`src/hdl/tscPkg.sv`:
```
package tscPkg;

    localparam int wordW = 16;

    typedef logic [wordW-1:0] wordT;
    typedef logic [1:0] regIdxT;

    localparam logic [3:0] opBne = 4'd0;
    localparam logic [3:0] opBeq = 4'd1;
    localparam logic [3:0] opAdi = 4'd4;
    localparam logic [3:0] opLhi = 4'd6;
    localparam logic [3:0] opLwd = 4'd7;
    localparam logic [3:0] opSwd = 4'd8;
    localparam logic [3:0] opJmp = 4'd9;
    localparam logic [3:0] opR   = 4'd15;

    localparam logic [5:0] fnAdd = 6'd0;
    localparam logic [5:0] fnSub = 6'd1;
    localparam logic [5:0] fnAnd = 6'd2;
    localparam logic [5:0] fnOrr = 6'd3;
    localparam logic [5:0] fnWwd = 6'd28;
    localparam logic [5:0] fnHlt = 6'd29;

    typedef enum logic [2:0] {aluAdd, aluSub, aluAnd, aluOr, aluPassB} aluOpT;

    typedef struct packed {
        logic regWrite;
        logic memRead;
        logic memWrite;
        logic memToReg;
        logic isWwd;
        logic isHalt;
        logic isDone;   // counts as retired in writeback
    } ctrlT;

    typedef struct packed {
        ctrlT   ctrl;
        aluOpT  aluOp;
        logic   aluSrcImm;
        regIdxT rs;
        regIdxT rt;
        regIdxT rd;
        wordT   opA;
        wordT   opB;
        wordT   imm;
    } idExT;

    typedef struct packed {
        ctrlT   ctrl;
        regIdxT rd;
        wordT   aluResult;
        wordT   storeData;
        wordT   wwdValue;
    } exMemT;

    typedef struct packed {
        ctrlT   ctrl;
        regIdxT rd;
        wordT   aluResult;
        wordT   wwdValue;
    } memWbT;

endpackage

```
`src/hdl/stageLink.sv`:
```
`timescale 1ns/1ps

// one pipeline register between two stages
interface stageLink #(
    parameter type payloadT = logic
);
    logic    valid;
    payloadT payload;
    logic    stall;
    logic    flush;   // load a bubble on the next edge

    modport up (
        output valid,
        output payload,
        input  stall,
        input  flush
    );

    modport down (
        input  valid,
        input  payload,
        output stall,
        output flush
    );
endinterface

```
`src/hdl/decodeStage.sv`:
```
`timescale 1ns/1ps

module decodeStage import tscPkg::*; (
    input  logic   clk,
    input  logic   rst,
    input  wordT   instData,
    input  wordT   pcNext,
    input  logic   fetchValid,
    output logic   stall,
    output logic   redirect,
    output wordT   redirectPc,
    output logic   haltSeen,
    input  wordT   exResult,
    input  regIdxT exRd,
    input  logic   exWrite,
    input  logic   wbWrite,
    input  regIdxT wbRd,
    input  wordT   wbData,
    stageLink.up   idEx
);

    wordT   regs [4];
    logic   [3:0] op;
    logic   [5:0] fn;
    regIdxT rs;
    regIdxT rt;
    regIdxT dst;
    ctrlT   ctrl;
    aluOpT  aluOp;
    logic   aluSrcImm;
    logic   usesRs;
    logic   usesRt;
    logic   isBranch;
    logic   isJump;
    logic   decValid;
    logic   issue;
    logic   taken;
    logic   loadUse;
    logic   branchHaz;
    logic   memLoad;   // load now sitting in EX/MEM
    regIdxT memLoadRd;
    wordT   imm;
    wordT   rfA;
    wordT   rfB;
    wordT   opA;
    wordT   opB;

    assign op = instData[15:12];
    assign fn = instData[5:0];
    assign rs = instData[11:10];
    assign rt = instData[9:8];
    assign decValid = fetchValid && !haltSeen;
    assign imm = (op == opLhi) ? {instData[7:0], 8'h00} : {{8{instData[7]}}, instData[7:0]};

    always_comb begin
        ctrl = '0;
        aluOp = aluAdd;
        aluSrcImm = 1'b0;
        dst = rt;
        usesRs = 1'b0;
        usesRt = 1'b0;
        isBranch = 1'b0;
        isJump = 1'b0;
        case (op)
            opR: begin
                dst = instData[7:6];
                case (fn)
                    fnAdd, fnSub, fnAnd, fnOrr: begin
                        ctrl.regWrite = 1'b1;
                        ctrl.isDone = 1'b1;
                        usesRs = 1'b1;
                        usesRt = 1'b1;
                    end
                    fnWwd: begin
                        ctrl.isWwd = 1'b1;
                        ctrl.isDone = 1'b1;
                        usesRs = 1'b1;
                    end
                    fnHlt: begin
                        ctrl.isHalt = 1'b1;
                        ctrl.isDone = 1'b1;
                    end
                    default: ;
                endcase
                case (fn)
                    fnSub: aluOp = aluSub;
                    fnAnd: aluOp = aluAnd;
                    fnOrr: aluOp = aluOr;
                    default: aluOp = aluAdd;
                endcase
            end
            opAdi, opLwd: begin
                ctrl.regWrite = 1'b1;
                ctrl.memRead = (op == opLwd);
                ctrl.memToReg = (op == opLwd);
                ctrl.isDone = 1'b1;
                aluSrcImm = 1'b1;
                usesRs = 1'b1;
            end
            opLhi: begin
                ctrl.regWrite = 1'b1;
                ctrl.isDone = 1'b1;
                aluOp = aluPassB;
                aluSrcImm = 1'b1;
            end
            opSwd: begin
                ctrl.memWrite = 1'b1;
                ctrl.isDone = 1'b1;
                aluSrcImm = 1'b1;
                usesRs = 1'b1;
                usesRt = 1'b1;
            end
            opBne, opBeq: begin
                ctrl.isDone = 1'b1;
                isBranch = 1'b1;
                usesRs = 1'b1;
                usesRt = 1'b1;
            end
            opJmp: begin
                ctrl.isDone = 1'b1;
                isJump = 1'b1;
            end
            default: ;
        endcase
    end

    // write-through, then EX/MEM result takes priority
    assign rfA = (wbWrite && wbRd == rs) ? wbData : regs[rs];
    assign rfB = (wbWrite && wbRd == rt) ? wbData : regs[rt];
    assign opA = (exWrite && exRd == rs) ? exResult : rfA;
    assign opB = (exWrite && exRd == rt) ? exResult : rfB;

    assign loadUse = idEx.valid && idEx.payload.ctrl.memRead &&
                     ((usesRs && idEx.payload.rd == rs) || (usesRt && idEx.payload.rd == rt));
    assign branchHaz = isBranch &&
                       ((idEx.valid && idEx.payload.ctrl.regWrite &&
                         (idEx.payload.rd == rs || idEx.payload.rd == rt)) ||
                        (memLoad && (memLoadRd == rs || memLoadRd == rt)));
    assign stall = decValid && (loadUse || branchHaz);
    assign issue = decValid && !stall;

    assign taken = (op == opBne) ? (opA != opB) : (opA == opB);
    assign redirect = issue && (isJump || (isBranch && taken));
    assign redirectPc = isJump ? {pcNext[15:12], instData[11:0]} : pcNext + imm;

    always_ff @(posedge clk) begin
        if (wbWrite) begin
            regs[wbRd] <= wbData;
        end
        memLoadRd <= idEx.payload.rd;
    end

    always_ff @(posedge clk) begin
        if (rst) begin
            haltSeen <= 1'b0;
            memLoad <= 1'b0;
        end else begin
            if (issue && ctrl.isHalt) begin
                haltSeen <= 1'b1;   // ignore everything fetched after HLT
            end
            memLoad <= idEx.valid && idEx.payload.ctrl.memRead;
        end
    end

    always_ff @(posedge clk) begin
        if (rst || idEx.flush) begin
            idEx.valid <= 1'b0;
            idEx.payload.ctrl <= '0;
        end else if (!idEx.stall) begin
            idEx.valid <= issue;   // a stall sends a bubble
            idEx.payload.ctrl <= issue ? ctrl : '0;
            idEx.payload.aluOp <= aluOp;
            idEx.payload.aluSrcImm <= aluSrcImm;
            idEx.payload.rs <= rs;
            idEx.payload.rt <= rt;
            idEx.payload.rd <= dst;
            idEx.payload.opA <= opA;
            idEx.payload.opB <= opB;
            idEx.payload.imm <= imm;
        end
    end

    assert property (@(posedge clk) disable iff (rst)
        !idEx.valid |-> !idEx.payload.ctrl.regWrite);

endmodule

```
`src/hdl/executeStage.sv`:
```
`timescale 1ns/1ps

module executeStage import tscPkg::*; (
    input  logic   clk,
    input  logic   rst,
    stageLink.down idEx,
    input  logic   wbWrite,
    input  regIdxT wbRd,
    input  wordT   wbData,
    output wordT   exResult,
    output regIdxT exRd,
    output logic   exWrite,
    stageLink.up   exMem
);

    wordT fwdA;
    wordT fwdB;
    wordT aluB;
    wordT aluOut;

    assign idEx.stall = 1'b0;
    assign idEx.flush = exMem.flush;

    // loads are never forwarded from EX/MEM, their data comes in WB
    assign exResult = exMem.payload.aluResult;
    assign exRd = exMem.payload.rd;
    assign exWrite = exMem.valid && exMem.payload.ctrl.regWrite && !exMem.payload.ctrl.memRead;

    assign fwdA = (exWrite && exRd == idEx.payload.rs) ? exResult :
                  (wbWrite && wbRd == idEx.payload.rs) ? wbData : idEx.payload.opA;
    assign fwdB = (exWrite && exRd == idEx.payload.rt) ? exResult :
                  (wbWrite && wbRd == idEx.payload.rt) ? wbData : idEx.payload.opB;
    assign aluB = idEx.payload.aluSrcImm ? idEx.payload.imm : fwdB;

    always_comb begin
        case (idEx.payload.aluOp)
            aluSub:   aluOut = fwdA - aluB;
            aluAnd:   aluOut = fwdA & aluB;
            aluOr:    aluOut = fwdA | aluB;
            aluPassB: aluOut = aluB;   // LHI
            default:  aluOut = fwdA + aluB;
        endcase
    end

    always_ff @(posedge clk) begin
        if (rst || exMem.flush) begin
            exMem.valid <= 1'b0;
            exMem.payload.ctrl <= '0;
        end else if (!exMem.stall) begin
            exMem.valid <= idEx.valid;
            exMem.payload.ctrl <= idEx.payload.ctrl;
            exMem.payload.rd <= idEx.payload.rd;
            exMem.payload.aluResult <= aluOut;
            exMem.payload.storeData <= fwdB;
            exMem.payload.wwdValue <= fwdA;
        end
    end

endmodule

```
`src/hdl/fetchStage.sv`:
```
`timescale 1ns/1ps

module fetchStage import tscPkg::*; (
    input  logic clk,
    input  logic rst,
    input  logic stall,
    input  logic redirect,
    input  wordT redirectPc,
    input  logic halt,
    output wordT instAddr,
    output logic instRead,
    output wordT pcNext,
    output logic fetchValid
);

    logic running;
    wordT pc;
    wordT instPc;   // address of the word now on instData

    // on stall re-read the word decode is holding
    assign instAddr = stall ? instPc : pc;
    assign instRead = running && !halt;
    assign pcNext = instPc + 16'd1;

    always_ff @(posedge clk) begin
        if (rst) begin
            running <= 1'b0;
            pc <= '0;
            fetchValid <= 1'b0;
        end else begin
            running <= 1'b1;
            if (redirect) begin
                pc <= redirectPc;
                fetchValid <= 1'b0;   // word in flight is wrong path
            end else if (!stall) begin
                if (instRead) begin
                    pc <= pc + 16'd1;
                end
                fetchValid <= instRead;
            end
        end
    end

    always_ff @(posedge clk) begin
        instPc <= instAddr;
    end

    // a stalled branch cannot be resolved in the same cycle
    assert property (@(posedge clk) disable iff (rst) !(redirect && stall));

endmodule

```
`src/hdl/memoryStage.sv`:
```
`timescale 1ns/1ps

module memoryStage import tscPkg::*; (
    input  logic   clk,
    input  logic   rst,
    stageLink.down exMem,
    output wordT   dataAddr,
    output logic   dataRead,
    output logic   dataWrite,
    output wordT   dataWdata,
    stageLink.up   memWb
);

    assign exMem.stall = 1'b0;
    assign exMem.flush = memWb.flush;   // halt freezes the back end

    assign dataAddr = exMem.payload.aluResult;
    assign dataRead = exMem.valid && exMem.payload.ctrl.memRead;
    assign dataWrite = exMem.valid && exMem.payload.ctrl.memWrite;
    assign dataWdata = exMem.payload.storeData;

    // read data lands in WB, only control and ALU data move here
    always_ff @(posedge clk) begin
        if (rst || memWb.flush) begin
            memWb.valid <= 1'b0;
            memWb.payload.ctrl <= '0;
        end else if (!memWb.stall) begin
            memWb.valid <= exMem.valid;
            memWb.payload.ctrl <= exMem.payload.ctrl;
            memWb.payload.rd <= exMem.payload.rd;
            memWb.payload.aluResult <= exMem.payload.aluResult;
            memWb.payload.wwdValue <= exMem.payload.wwdValue;
        end
    end

    assert property (@(posedge clk) disable iff (rst) !(dataRead && dataWrite));

endmodule

```
`src/hdl/tscCore.sv`:
```
`timescale 1ns/1ps

module tscCore import tscPkg::*; (
    input  logic clk,
    input  logic rst,
    output wordT instAddr,
    output logic instRead,
    input  wordT instData,
    output wordT dataAddr,
    output logic dataRead,
    output logic dataWrite,
    output wordT dataWdata,
    input  wordT dataRdata,
    output wordT outputPort,
    output logic outputValid,
    output wordT numInst,
    output logic isHalted
);

    wordT   pcNext;
    wordT   redirectPc;
    wordT   exResult;
    wordT   wbData;
    logic   fetchValid;
    logic   stall;
    logic   redirect;
    logic   haltSeen;
    logic   exWrite;
    logic   wbWrite;
    regIdxT exRd;
    regIdxT wbRd;

    stageLink #(.payloadT(idExT))  idExLink ();
    stageLink #(.payloadT(exMemT)) exMemLink ();
    stageLink #(.payloadT(memWbT)) memWbLink ();

    fetchStage fetch (
        .clk, .rst, .stall, .redirect, .redirectPc,
        .halt(haltSeen),   // stop reading once HLT is decoded
        .instAddr, .instRead, .pcNext, .fetchValid
    );

    decodeStage decode (
        .clk, .rst, .instData, .pcNext, .fetchValid,
        .stall, .redirect, .redirectPc, .haltSeen,
        .exResult, .exRd, .exWrite, .wbWrite, .wbRd, .wbData,
        .idEx(idExLink.up)
    );

    executeStage execute (
        .clk, .rst, .idEx(idExLink.down),
        .wbWrite, .wbRd, .wbData,
        .exResult, .exRd, .exWrite,
        .exMem(exMemLink.up)
    );

    memoryStage memory (
        .clk, .rst, .exMem(exMemLink.down),
        .dataAddr, .dataRead, .dataWrite, .dataWdata,
        .memWb(memWbLink.up)
    );

    writebackStage writeback (
        .clk, .rst, .memWb(memWbLink.down), .dataRdata,
        .wbWrite, .wbRd, .wbData,
        .outputPort, .outputValid, .numInst, .isHalted
    );

endmodule

```
`src/hdl/writebackStage.sv`:
```
`timescale 1ns/1ps

module writebackStage import tscPkg::*; (
    input  logic   clk,
    input  logic   rst,
    stageLink.down memWb,
    input  wordT   dataRdata,
    output logic   wbWrite,
    output regIdxT wbRd,
    output wordT   wbData,
    output wordT   outputPort,
    output logic   outputValid,
    output wordT   numInst,
    output logic   isHalted
);

    logic live;
    logic wwdNow;

    assign memWb.stall = 1'b0;
    assign memWb.flush = isHalted;

    assign live = memWb.valid && !isHalted;
    assign wwdNow = live && memWb.payload.ctrl.isWwd;

    assign wbWrite = memWb.valid && memWb.payload.ctrl.regWrite;
    assign wbRd = memWb.payload.rd;
    assign wbData = memWb.payload.ctrl.memToReg ? dataRdata : memWb.payload.aluResult;

    always_ff @(posedge clk) begin
        if (rst) begin
            outputPort <= '0;
            outputValid <= 1'b0;
            numInst <= '0;
            isHalted <= 1'b0;
        end else begin
            outputValid <= wwdNow;
            if (wwdNow) begin
                outputPort <= memWb.payload.wwdValue;
            end
            if (live && memWb.payload.ctrl.isDone) begin
                numInst <= numInst + 16'd1;   // HLT itself counts
            end
            if (live && memWb.payload.ctrl.isHalt) begin
                isHalted <= 1'b1;
            end
        end
    end

endmodule

```
`config.mk`:
```
export PLATFORM = sky130hd
export DESIGN_NAME = tscCore
export DESIGN_NICKNAME = d
export VERILOG_FILES = /design/src/hdl/tscPkg.sv /design/src/hdl/stageLink.sv /design/src/hdl/decodeStage.sv /design/src/hdl/executeStage.sv /design/src/hdl/fetchStage.sv /design/src/hdl/memoryStage.sv /design/src/hdl/tscCore.sv /design/src/hdl/writebackStage.sv
export SDC_FILE = /design/constraint.sdc
export NUM_CORES = 1
export LEC_CHECK = 0
export BUFFER_PORTS_ARGS = -buffer_cell sky130_fd_sc_hd__buf_2
export CORE_UTILIZATION = 55
export DETAILED_ROUTE_END_ITERATION = 6
export HOLD_SLACK_MARGIN = 0.03
export PLACE_DENSITY = 0.77
export SETUP_SLACK_MARGIN = 0.15
export SLEW_MARGIN = 40
export SYNTH_ARGS = -nofsm -noshare
export SYNTH_HDL_FRONTEND = slang
export SYNTH_SLANG_ARGS = --single-unit
```
`constraint.sdc`:
```
create_clock -name clk -period 4.87 [get_ports clk]
set_clock_uncertainty 0.1 [all_clocks]
set_input_delay 0.487 -clock clk [delete_from_list [all_inputs] [get_ports clk]]
set_output_delay 0.487 -clock clk [all_outputs]
set_load 0.02 [all_outputs]
```
* Word level (Yosys, flattened, before mapping)
Memories as Yosys holds them, arrays and structs flattened.
Cells that the tools add are included.
** Word-level totals
- Flip-flop bits (word level) :: 234
- Bits in writable memories :: 64
- Output and inout bits :: 85
- Memories :: 1
** Memories
- decode.regs :: words 4, bits a word 16, read ports 2, clocked after Yosys merged registers in 0, write ports 1, RTL line decodeStage.sv:22 : wordT regs [4];
** Cells by class
- $add $sub $neg :: 6
- Equal/unequal tests :: 31
- Multiplexer cells :: 38
- Bitwise logic cells :: 5
- Reductions and logical operators :: 61
** Operators with widths (number)
- $mux 16 :: 15
- $pmux 16 s4 :: 1
- $add 16x1->16 const B :: 3
- $add 16x16->16 :: 2
- $logic_and 1x1->1 :: 32
- $eq 2x2->1 :: 12
- $and 16x16->16 :: 1
- $eq 16x16->1 :: 1
- $ne 16x16->1 :: 1
- $or 16x16->16 :: 1
- $sub 16x16->16 :: 1
- $mux 15 :: 1
- $mux 1 :: 14
- $eq 4x3->1 const B :: 3
- $eq 4x4->1 const B :: 3
- $eq 6x2->1 const B :: 2
- $eq 6x5->1 const B :: 2
- $reduce_or 3->1 :: 4
- $reduce_or 5->1 :: 2
- $pmux 1 s2 :: 4
- $reduce_or 2->1 :: 4
- $reduce_or 4->1 :: 2
- $logic_or 1x1->1 :: 7
- $reduce_or 7->1 :: 1
- 16 further kinds :: 22

* Logic depth before layout (Yosys ltp)
Gate-level depths: netlist of run 1.
- Depth in word-level cells :: 14
- Depth in mapped cells :: 19
- Gate-level depth less buffers :: 17

* Modules after synthesis
From an unflattened synthesis of run 1, not the netlist that was laid out.
** Unflattened totals
- Cells, all modules :: 1617
- Area, all modules :: 17267.8 um^2
** By module, submodules not included
- decodeStage :: times used 1, cells each 604, area an instance 7472.2 um^2
- executeStage :: times used 1, cells each 534, area an instance 4829.6 um^2
- fetchStage :: times used 1, cells each 197, area an instance 1785.5 um^2
- memoryStage :: times used 1, cells each 99, area an instance 1591.5 um^2
- writebackStage :: times used 1, cells each 183, area an instance 1589.0 um^2

* Worst setup path before layout of run 1
OpenSTA, ideal clock, no wires.
- Path type :: input-to-reg
- Start point :: input port rst
- End point :: register decode.idEx.payload[0] (netlist name)
- Data arrival time :: 4667 ps
- Data required time :: 4212 ps
- Setup slack :: -455 ps
- Stages on the path :: 2
- Buffers on the path :: 1
- Cell sequence :: nor2_1 -> clkbuf_1
** On the way
- Word-level cells in the longest chain between the ends :: 1
** Ends and longest elaborated chain
- start, declared :: RTL line tscCore.sv:5 : input logic rst,
- $logic_or 1x1->1 :: RTL line decodeStage.sv:166 : if (rst || idEx.flush) begin
No other way between the ends.
A chain may end at the register's enable or synchronous reset.

* Worst setup path in the final report of run 1
- Start point :: register memory.memWb.payload[33] (netlist name)
- End point :: register execute.exResult[12] (netlist name)
** On the way
- Word-level cells in the longest chain between the ends :: 7
- Elaborated cells between the ends (all ways) :: 14
- Those cells by class :: add/sub: 2; eq/ne: 2; mux: 6; bitwise: 2; reduce/logical: 2
** Ends and longest elaborated chain
- $eq 2x2->1 (*) :: RTL line executeStage.sv:32 : (wbWrite && wbRd == idEx.payload.rt) ? wbData : idEx.payload.opB;
- $logic_and 1x1->1 (*) :: RTL line executeStage.sv:32
- $mux 16 (*) :: RTL line executeStage.sv:32
- $mux 16 (*) :: RTL line executeStage.sv:31 : assign fwdB = (exWrite && exRd == idEx.payload.rt) ? exResult :
- named net execute.fwdB[0] :: RTL line executeStage.sv:17 : wordT fwdB;
- $mux 16 (*) :: RTL line executeStage.sv:33 : assign aluB = idEx.payload.aluSrcImm ? idEx.payload.imm : fwdB;
- $add 16x16->16 or $sub 16x16->16 (tied branches) :: RTL line executeStage.sv:41, executeStage.sv:37
- $pmux 16 s4 (*) :: RTL line executeStage.sv:36 : case (idEx.payload.aluOp)
- named net execute.aluOut[12] :: RTL line executeStage.sv:19 : wordT aluOut;
Mark *: on every way through the listed nets, which the timed path passes. The rest lies on a longest branch.

==> reports/qor.yml, run 1 <==
timing:
  drv_slew: 0
  hold_viol_final: 0
  finalSetupViolCount: 0
  fin_crit_ps: 4630
  worst_pin_slew_ps: 898
  timing.fmax_ghz: 0.216
  rsz0062_at_grt: "true"
  setup_tns_ps: 0
  fin_crit_sh_pct: 95.1
  slew_headroom_pct: 40.2
  timing.hold.ws_ps: 116
flow_run:
  maxCapViolations: 0
final_layout:
  utilization_pct: 64.7
  drive_gt1_share_pct: 23.0
  layout_common_cells: "206 x edfxtp_1, 136 x nand2_1, 118 x buf_2"
  final_common_cell: "edfxtp_1"
  nets: 1693
  fin_cells: 2031
  n_fill_cell: 2194
  syn_to_final_growth_pct: 14.5
synthesis:
  synthTopCellsByArea: "edfxtp_1 38%, dfxtp_1 11%, mux4_2 4.4%, xor2_1 3.2%, nand2_1 3.1%"
  synth_xor_area_share_pct: 6.87
  synth_top_area_share_pct: 37.6
  syn_area_um2: 16400
  avgSynthCellArea_um2: 10.9
  synth_top_family_by_area: "simple AND/OR/NAND/NOR gates"
  synth_compound_area_share_pct: 12.0
  ys_types: 73
  syn_nets: 1587
  synth_edf_count: 206
  yosysTopAreaCell: "edfxtp_1"
  synth_cells: 1515
  seq_area_frac_synth_pct: 48.8
  synthArstFlopShare_pct: 0
  synth-main-ff-cell: "edfxtp_1"
  synthMuxAreaShare_pct: 9.05
  yosys.area_share.simple_pct: 14.9
  synth-adder-area-share_pct: 3.77
  ys_warn_count: 0
  synth_seq_cells: 298
routing:
  drt_iter0_drc: 1322
  viasPerCell: 6.32
  wl_per_cell_um: 21.6
  remaining_drc_errors: 0
  firstDrtPassIters: 6
  antenna_left: 0
  vias: 12800
  wl_mm: 43.9
critical_path:
  crit_type: "register to register"
  cp-end-kind: "register"
  cp_max_fo: 3
  required_ps: 5100
  start_kind: "register"
  arrival_ps: 4860
clock_network:
  clk_latency_ps: 590
  cts_tree: "yes"
  clockRootBuffer: "clkbuf_16"
  htree_levels: 1
  clock_path_buffers: 3
  cts_sinks: 298
  clk_pin_slew_ps: 60
  numCtsBuffers: 31
power:
  p_leak_uw: 0.00673
  power_density_nw_per_um2: 342
  vdd.ir_drop.worst_uv: 283
grt:
  grt_pass1_vias: 12200
  antenna_found_initial: 1
  grt-ovfl-total: 0
  grt_max_degree: 157
  grt_pass1_wl_mm: 67.5
  grt_usage_pct: 28.0
floorplan:
  die_x_um: 175
  start_util_pct: 56.5
  coreArea_um2: 29100
  ios: 119
  die_area_um2: 30600
  fp-row-count: 62
  dieHeight_um: 175
place:
  dp_cells: 1959
  portBuffers: 118
  finalWeightedCongestion: 0.959
  hpwlAfterDp_mm: 31.7
min_path:
  min_path_type: "primary input to register"
status:
  status: "completed"
-- layout make-up --
cell class | instances | area (um2) | area share [%]
well taps | 384 | 480 | 2.55
diodes | 1 | 2.50 | 0.0133
clock buffers | 34 | 797 | 4.23
inverters | 28 | 105 | 0.558
flip-flops and latches | 298 | 8030 | 42.7
multi-input cells | 1065 | 7910 | 42.0
repair buffers | 197 | 1210 | 6.45
clock inverters | 24 | 284 | 1.51
-- Yosys cell counts, drive strengths merged, types with 3 or more instances --
| library cell | count |
|---|---|
| o31ai | 60 |
| nor3b | 3 |
| or4 | 3 |
| nand4 | 59 |
| dfxtp | 92 |
| or3 | 9 |
| a31oi | 59 |
| nand3 | 29 |
| a21oi | 57 |
| nand2 | 137 |
| nor4 | 54 |
| and3 | 22 |
| o211ai | 3 |
| a2bb2oi | 3 |
| o221ai | 3 |
| o21ai | 57 |
| nor2b | 14 |
| nand2b | 9 |
| nor2 | 88 |
| and2 | 21 |
| a311oi | 3 |
| ha | 36 |
| a41oi | 5 |
| mux2i | 35 |
| maj3 | 13 |
| o22ai | 15 |
| and4 | 3 |
| a21o | 6 |
| nor3 | 22 |
| xor2 | 66 |
| xnor2 | 57 |
| inv | 27 |
| mux2 | 36 |
| o32ai | 5 |
| clkbuf | 60 |
| o21a | 6 |
| or2 | 5 |
| buf | 64 |
| mux4 | 32 |
| edfxtp | 206 |
| a211oi | 6 |
-- flip-flops by register name, summed over array words and instances, names as in the netlist, 16 cells and up --
signal	flops
decode.idEx.payload	64
fetch.pc	16
decode.regs	64
writeback.numInst	16
execute.exResult	16
fetch.instPc	16
writeback.outputPort	16
execute.exMem.payload	38
memory.memWb.payload	39
-- per-layer routing --
layer / global-route usage (%) / wire (um) / vias to the layer above / share of wire [%]
met4: 9.53 / 1670 / 0 / 3.8
met3: 3.57 / 3240 / 121 / 7.4
li1: - / - / 5943 / -
met5: 0 / 0 / - / 0
met1: 35.9 / 17300 / 6183 / 39
met2: 49.0 / 21600 / 581 / 49
-- worst paths after layout --
path / start / end / slack, ps / cells past startpoint
worst max register to register: memory.memWb.payload[33] / execute.exResult[12] / 240 / 20
worst max-delay path: memory.memWb.payload[33] / execute.exResult[12] / 240 / 20
worst min-delay path: instData[0] / decode.idEx.payload[60] / 120 / 2
worst min register to register: execute.exMem.payload[0] / memory.memWb.payload[0] / 320 / 0
-- through the flow --
step	power [uW]	worst slack, ps	instance area, um2
3_5_place_dp	3940	179	17400
2_1_floorplan	3650	196	16500
3_3_place_gp	3920	286	17400
5_1_grt	6650	-29.0	18800
4_1_cts	6410	185	18500
6_report	6440	238	18800
-- where the power goes --
group / switching (uW) / internal, uW
registers: 106 / 2840
logic: 625 / 380
clock network: 1020 / 1460
total: 1760 / 4680
-- worst max-delay path, stage by stage (launching register included) --
cell      delay (ps)
edfxtp_1         400
buf_4            190
xnor2_2          250
a31oi_1          180
o31ai_4          400
mux2i_2          140
buf_4            160
inv_1             70
ha_1             170
inv_1             60
fa_1             420
a21o_1           210
a21oi_2          170
o21bai_1         110
a211oi_2         240
o31ai_1          150
o41ai_1          340
buf_4            180
xor2_1           200
o32a_1           180
o21ai_0           90
-- logic make-up (layout without fill, tap and decap cells) --
| kind of cell | Yosys count | count (layout) |
|---|---|---|
| AOI/OAI and AO/OA | 304 | 304 |
| xor gates and xnor gates | 123 | 123 |
| adders and majority gates | 51 | 51 |
| buffers and inverters | 152 | 283 |
| DFF | 298 | 298 |
| muxes | 103 | 103 |
| other | 0 | 1 |
| and+or+nand+nor | 484 | 484 |
-- what timing repair did --
action / 4_1_cts / 5_1_grt
endpoints found under the setup margin: 0 / 5
hold endpoints to repair: 0 / 0
buffers inserted: 0 / 13
resized for setup: 0 / 43
hold buffers: 0 / 0
Note: power is estimated with default switching activity, not from simulation.
==> inputs of run 2 (changes only) <==
--- a/config.mk
+++ b/config.mk
@@ -5,11 +5,11 @@
 export SDC_FILE = /design/constraint.sdc
 export NUM_CORES = 1
 export LEC_CHECK = 0
-export BUFFER_PORTS_ARGS = -buffer_cell sky130_fd_sc_hd__buf_2
-export CORE_UTILIZATION = 55
+export CORE_UTILIZATION = 56
 export DETAILED_ROUTE_END_ITERATION = 6
+export DONT_BUFFER_PORTS = 1
 export HOLD_SLACK_MARGIN = 0.03
-export PLACE_DENSITY = 0.77
+export PLACE_DENSITY = 0.74
 export SETUP_SLACK_MARGIN = 0.15
 export SLEW_MARGIN = 40
 export SYNTH_ARGS = -nofsm -noshare
==> constraint.sdc (replaced) <==
create_clock -name clk -period 3.9 [get_ports clk]
set_clock_uncertainty 0.1 [all_clocks]
set_input_delay 0.39 -clock clk [delete_from_list [all_inputs] [get_ports clk]]
set_output_delay 0.39 -clock clk [all_outputs]
set_load 0.02 [all_outputs]
==> run 2 against run 1 <==
Against the previous run:
- the flow now finishes with violations (setup timing)
- core utilization increased by 3.9 points
- count of clock-buffer cells in the layout increased by 13
- total power increased by 28%
- critical path type unchanged
- final cell count increased by 1.2%
- maximum frequency increased by 5.0%
==> reports/qor.yml, run 2 (synthesized netlist as in run 1, its figures left out) <==
status:
  status: "complete, but fails checks"
  violations: "setup timing"
floorplan:
  die_x_um: 173  # -0.89%
  start_util_pct: 57.1  # +0.61 points
  fp-row-count: 62  # unchanged
  dieHeight_um: 173  # -0.89%
  ios: 119  # unchanged
  coreArea_um2: 28800  # -1.1%
  die_area_um2: 30100  # -1.8%
routing:
  firstDrtPassIters: 7  # +1
  wl_mm: 47.0  # +7.1%
  remaining_drc_errors: 0  # unchanged
  drt_iter0_drc: 1488  # +13%
  wl_per_cell_um: 22.9  # +5.8%
  viasPerCell: 6.41  # +1.4%
  antenna_left: 0  # unchanged
  vias: 13200  # +2.7%
final_layout:
  n_fill_cell: 1981  # -9.7%
  utilization_pct: 68.6  # +3.9 points
  final_common_cell: "edfxtp_1"
  syn_to_final_growth_pct: 20.0
  multiInputGateArea_um2: 8260  # +4.4%
  layout_common_cells: "206 x edfxtp_1, 182 x buf_4, 136 x nand2_1"
  drive_gt1_share_pct: 25.1  # +2.1 points
  final-seq-area_um2: 8030  # about the same
  reg_top3: "decode.idEx.payload (64), decode.regs (64), memory.memWb.payload (39)"
  nets: 1717  # +1.4%
timing:
  finalSetupViolCount: 10  # +10
  worst_pin_slew_ps: 826  # -71.9 ps
  fin_crit_ps: 4410  # -219 ps
  setup_tns_ps: -2700  # -2700 ps
  slew_headroom_pct: 44.4  # +4.2 points
  hold_viol_final: 0  # unchanged
  drv_slew: 0  # unchanged
  timing.fmax_ghz: 0.227  # +5.0%
  rsz0062_at_grt: "true"
  layout_setup_ws_ps: -513  # -751 ps
  fin_crit_sh_pct: 113  # +18 points
power:
  vdd.ir_drop.worst_uv: 298  # +5.3%
  power_density_nw_per_um2: 417  # +22%
  p_leak_uw: 0.00696  # +3.3%
critical_path:
  required_ps: 4070  # -1030 ps
  arrival_ps: 4580  # -280 ps
  cp-end-kind: "register"
  crit_type: "register to register"
  start_kind: "register"
  cp_max_fo: 4  # +1
min_path:
  min_path_type: "primary input to register"
clock_network:
  clk_pin_slew_ps: 60  # about the same
  clk_latency_ps: 530  # -60 ps
  numCtsBuffers: 34  # +9.7%
  clock_path_buffers: 3  # unchanged
  clockRootBuffer: "clkbuf_16"
  htree_levels: 2  # +1
  cts_sinks: 298  # unchanged
  cts_tree: "yes"
place:
  hpwlAfterDp_mm: 33.0  # +4.2%
  finalWeightedCongestion: 1.00  # +4.7%
  portBuffers: 0  # -100%
grt:
  antenna_found_initial: 2  # +1
  grt_pass1_wl_mm: 70.8  # +4.8%
  grt_pass1_vias: 12400  # +1.7%
  grt-ovfl-total: 0  # unchanged
  grt_usage_pct: 30.1  # +2.1 points
  grt_max_degree: 87  # -45%
flow_run:
  maxCapViolations: 0  # unchanged
run 2: layer usage:
layer  GRT usage [%]  wire (um)  up-vias
met5               0          0        -
met4            12.2       2050        0
met3            5.13       3870      136
met2            51.2      22700      667
met1            38.3      18400     6371
li1                -          -     5995
run 2: worst paths after layout:
kind / end / startpoint / cells after the start / slack [ps]
worst max-delay path: execute.exResult[12] / decode.idEx.payload[50] / 19 / -510
worst min-delay path: decode.idEx.payload[59] / instData[5] / 2 / 60
worst max register to register: execute.exResult[12] / decode.idEx.payload[50] / 19 / -510
worst min register to register: memory.memWb.payload[4] / execute.exMem.payload[4] / 0 / 320
run 2: critical path, stage by stage (launching register included):
cell and delay [ps]:
edfxtp_1 400, buf_6 170, xnor2_4 240, buf_6 160, a31oi_4 90, o31ai_2 290
buf_4 180, mux2i_2 70, buf_4 160, xor2_1 150, ha_1 320, a21o_1 170
a21oi_2 160, o21bai_2 100, a211oi_2 280, o31ai_2 110, o41ai_2 430, xor2_1 320
o32a_1 210, o21ai_1 60
run 2: final cells by class:
cell class	count	area share, %
clock buffer	47	4.82
antenna	2	0.0254
sequential	298	40.7
timing repair buffer	218	9.10
clock inverter	14	0.577
multi-input combinational	1065	41.8
inverter	28	0.532
tap	384	2.43
run 2: timing repair:
item                                    in CTS  in global routing
gates resized for setup                     43                 43
endpoints found under the setup margin      26                 17
endpoints found under the hold margin       69                  0
pin swaps                                   25                 32
buffers inserted                            16                 11
hold buffers                                17                  0
run 2: metrics by stage:
| step | hold slack (ps) | area (um2) | total power, uW | instances | worst slack (ps) |
|---|---|---|---|---|---|
| 3_3_place_gp | 303 | 17800 | 4980 | 1949 | -332 |
| 2_1_floorplan | 300 | 16700 | 4590 | 1515 | -248 |
| 3_5_place_dp | 305 | 17800 | 5010 | 1949 | -366 |
| 4_1_cts | 36.0 | 19400 | 8130 | 2043 | -251 |
| 6_report | 55.8 | 19700 | 8220 | 2056 | -513 |
| 5_1_grt | 45.4 | 19700 | 8470 | 2054 | -649 |
run 2: power by group:
group	switching, uW	total, uW	internal [uW]
Combinational	845	1500	654
Sequential	130	3680	3550
Clock	1260	3040	1780
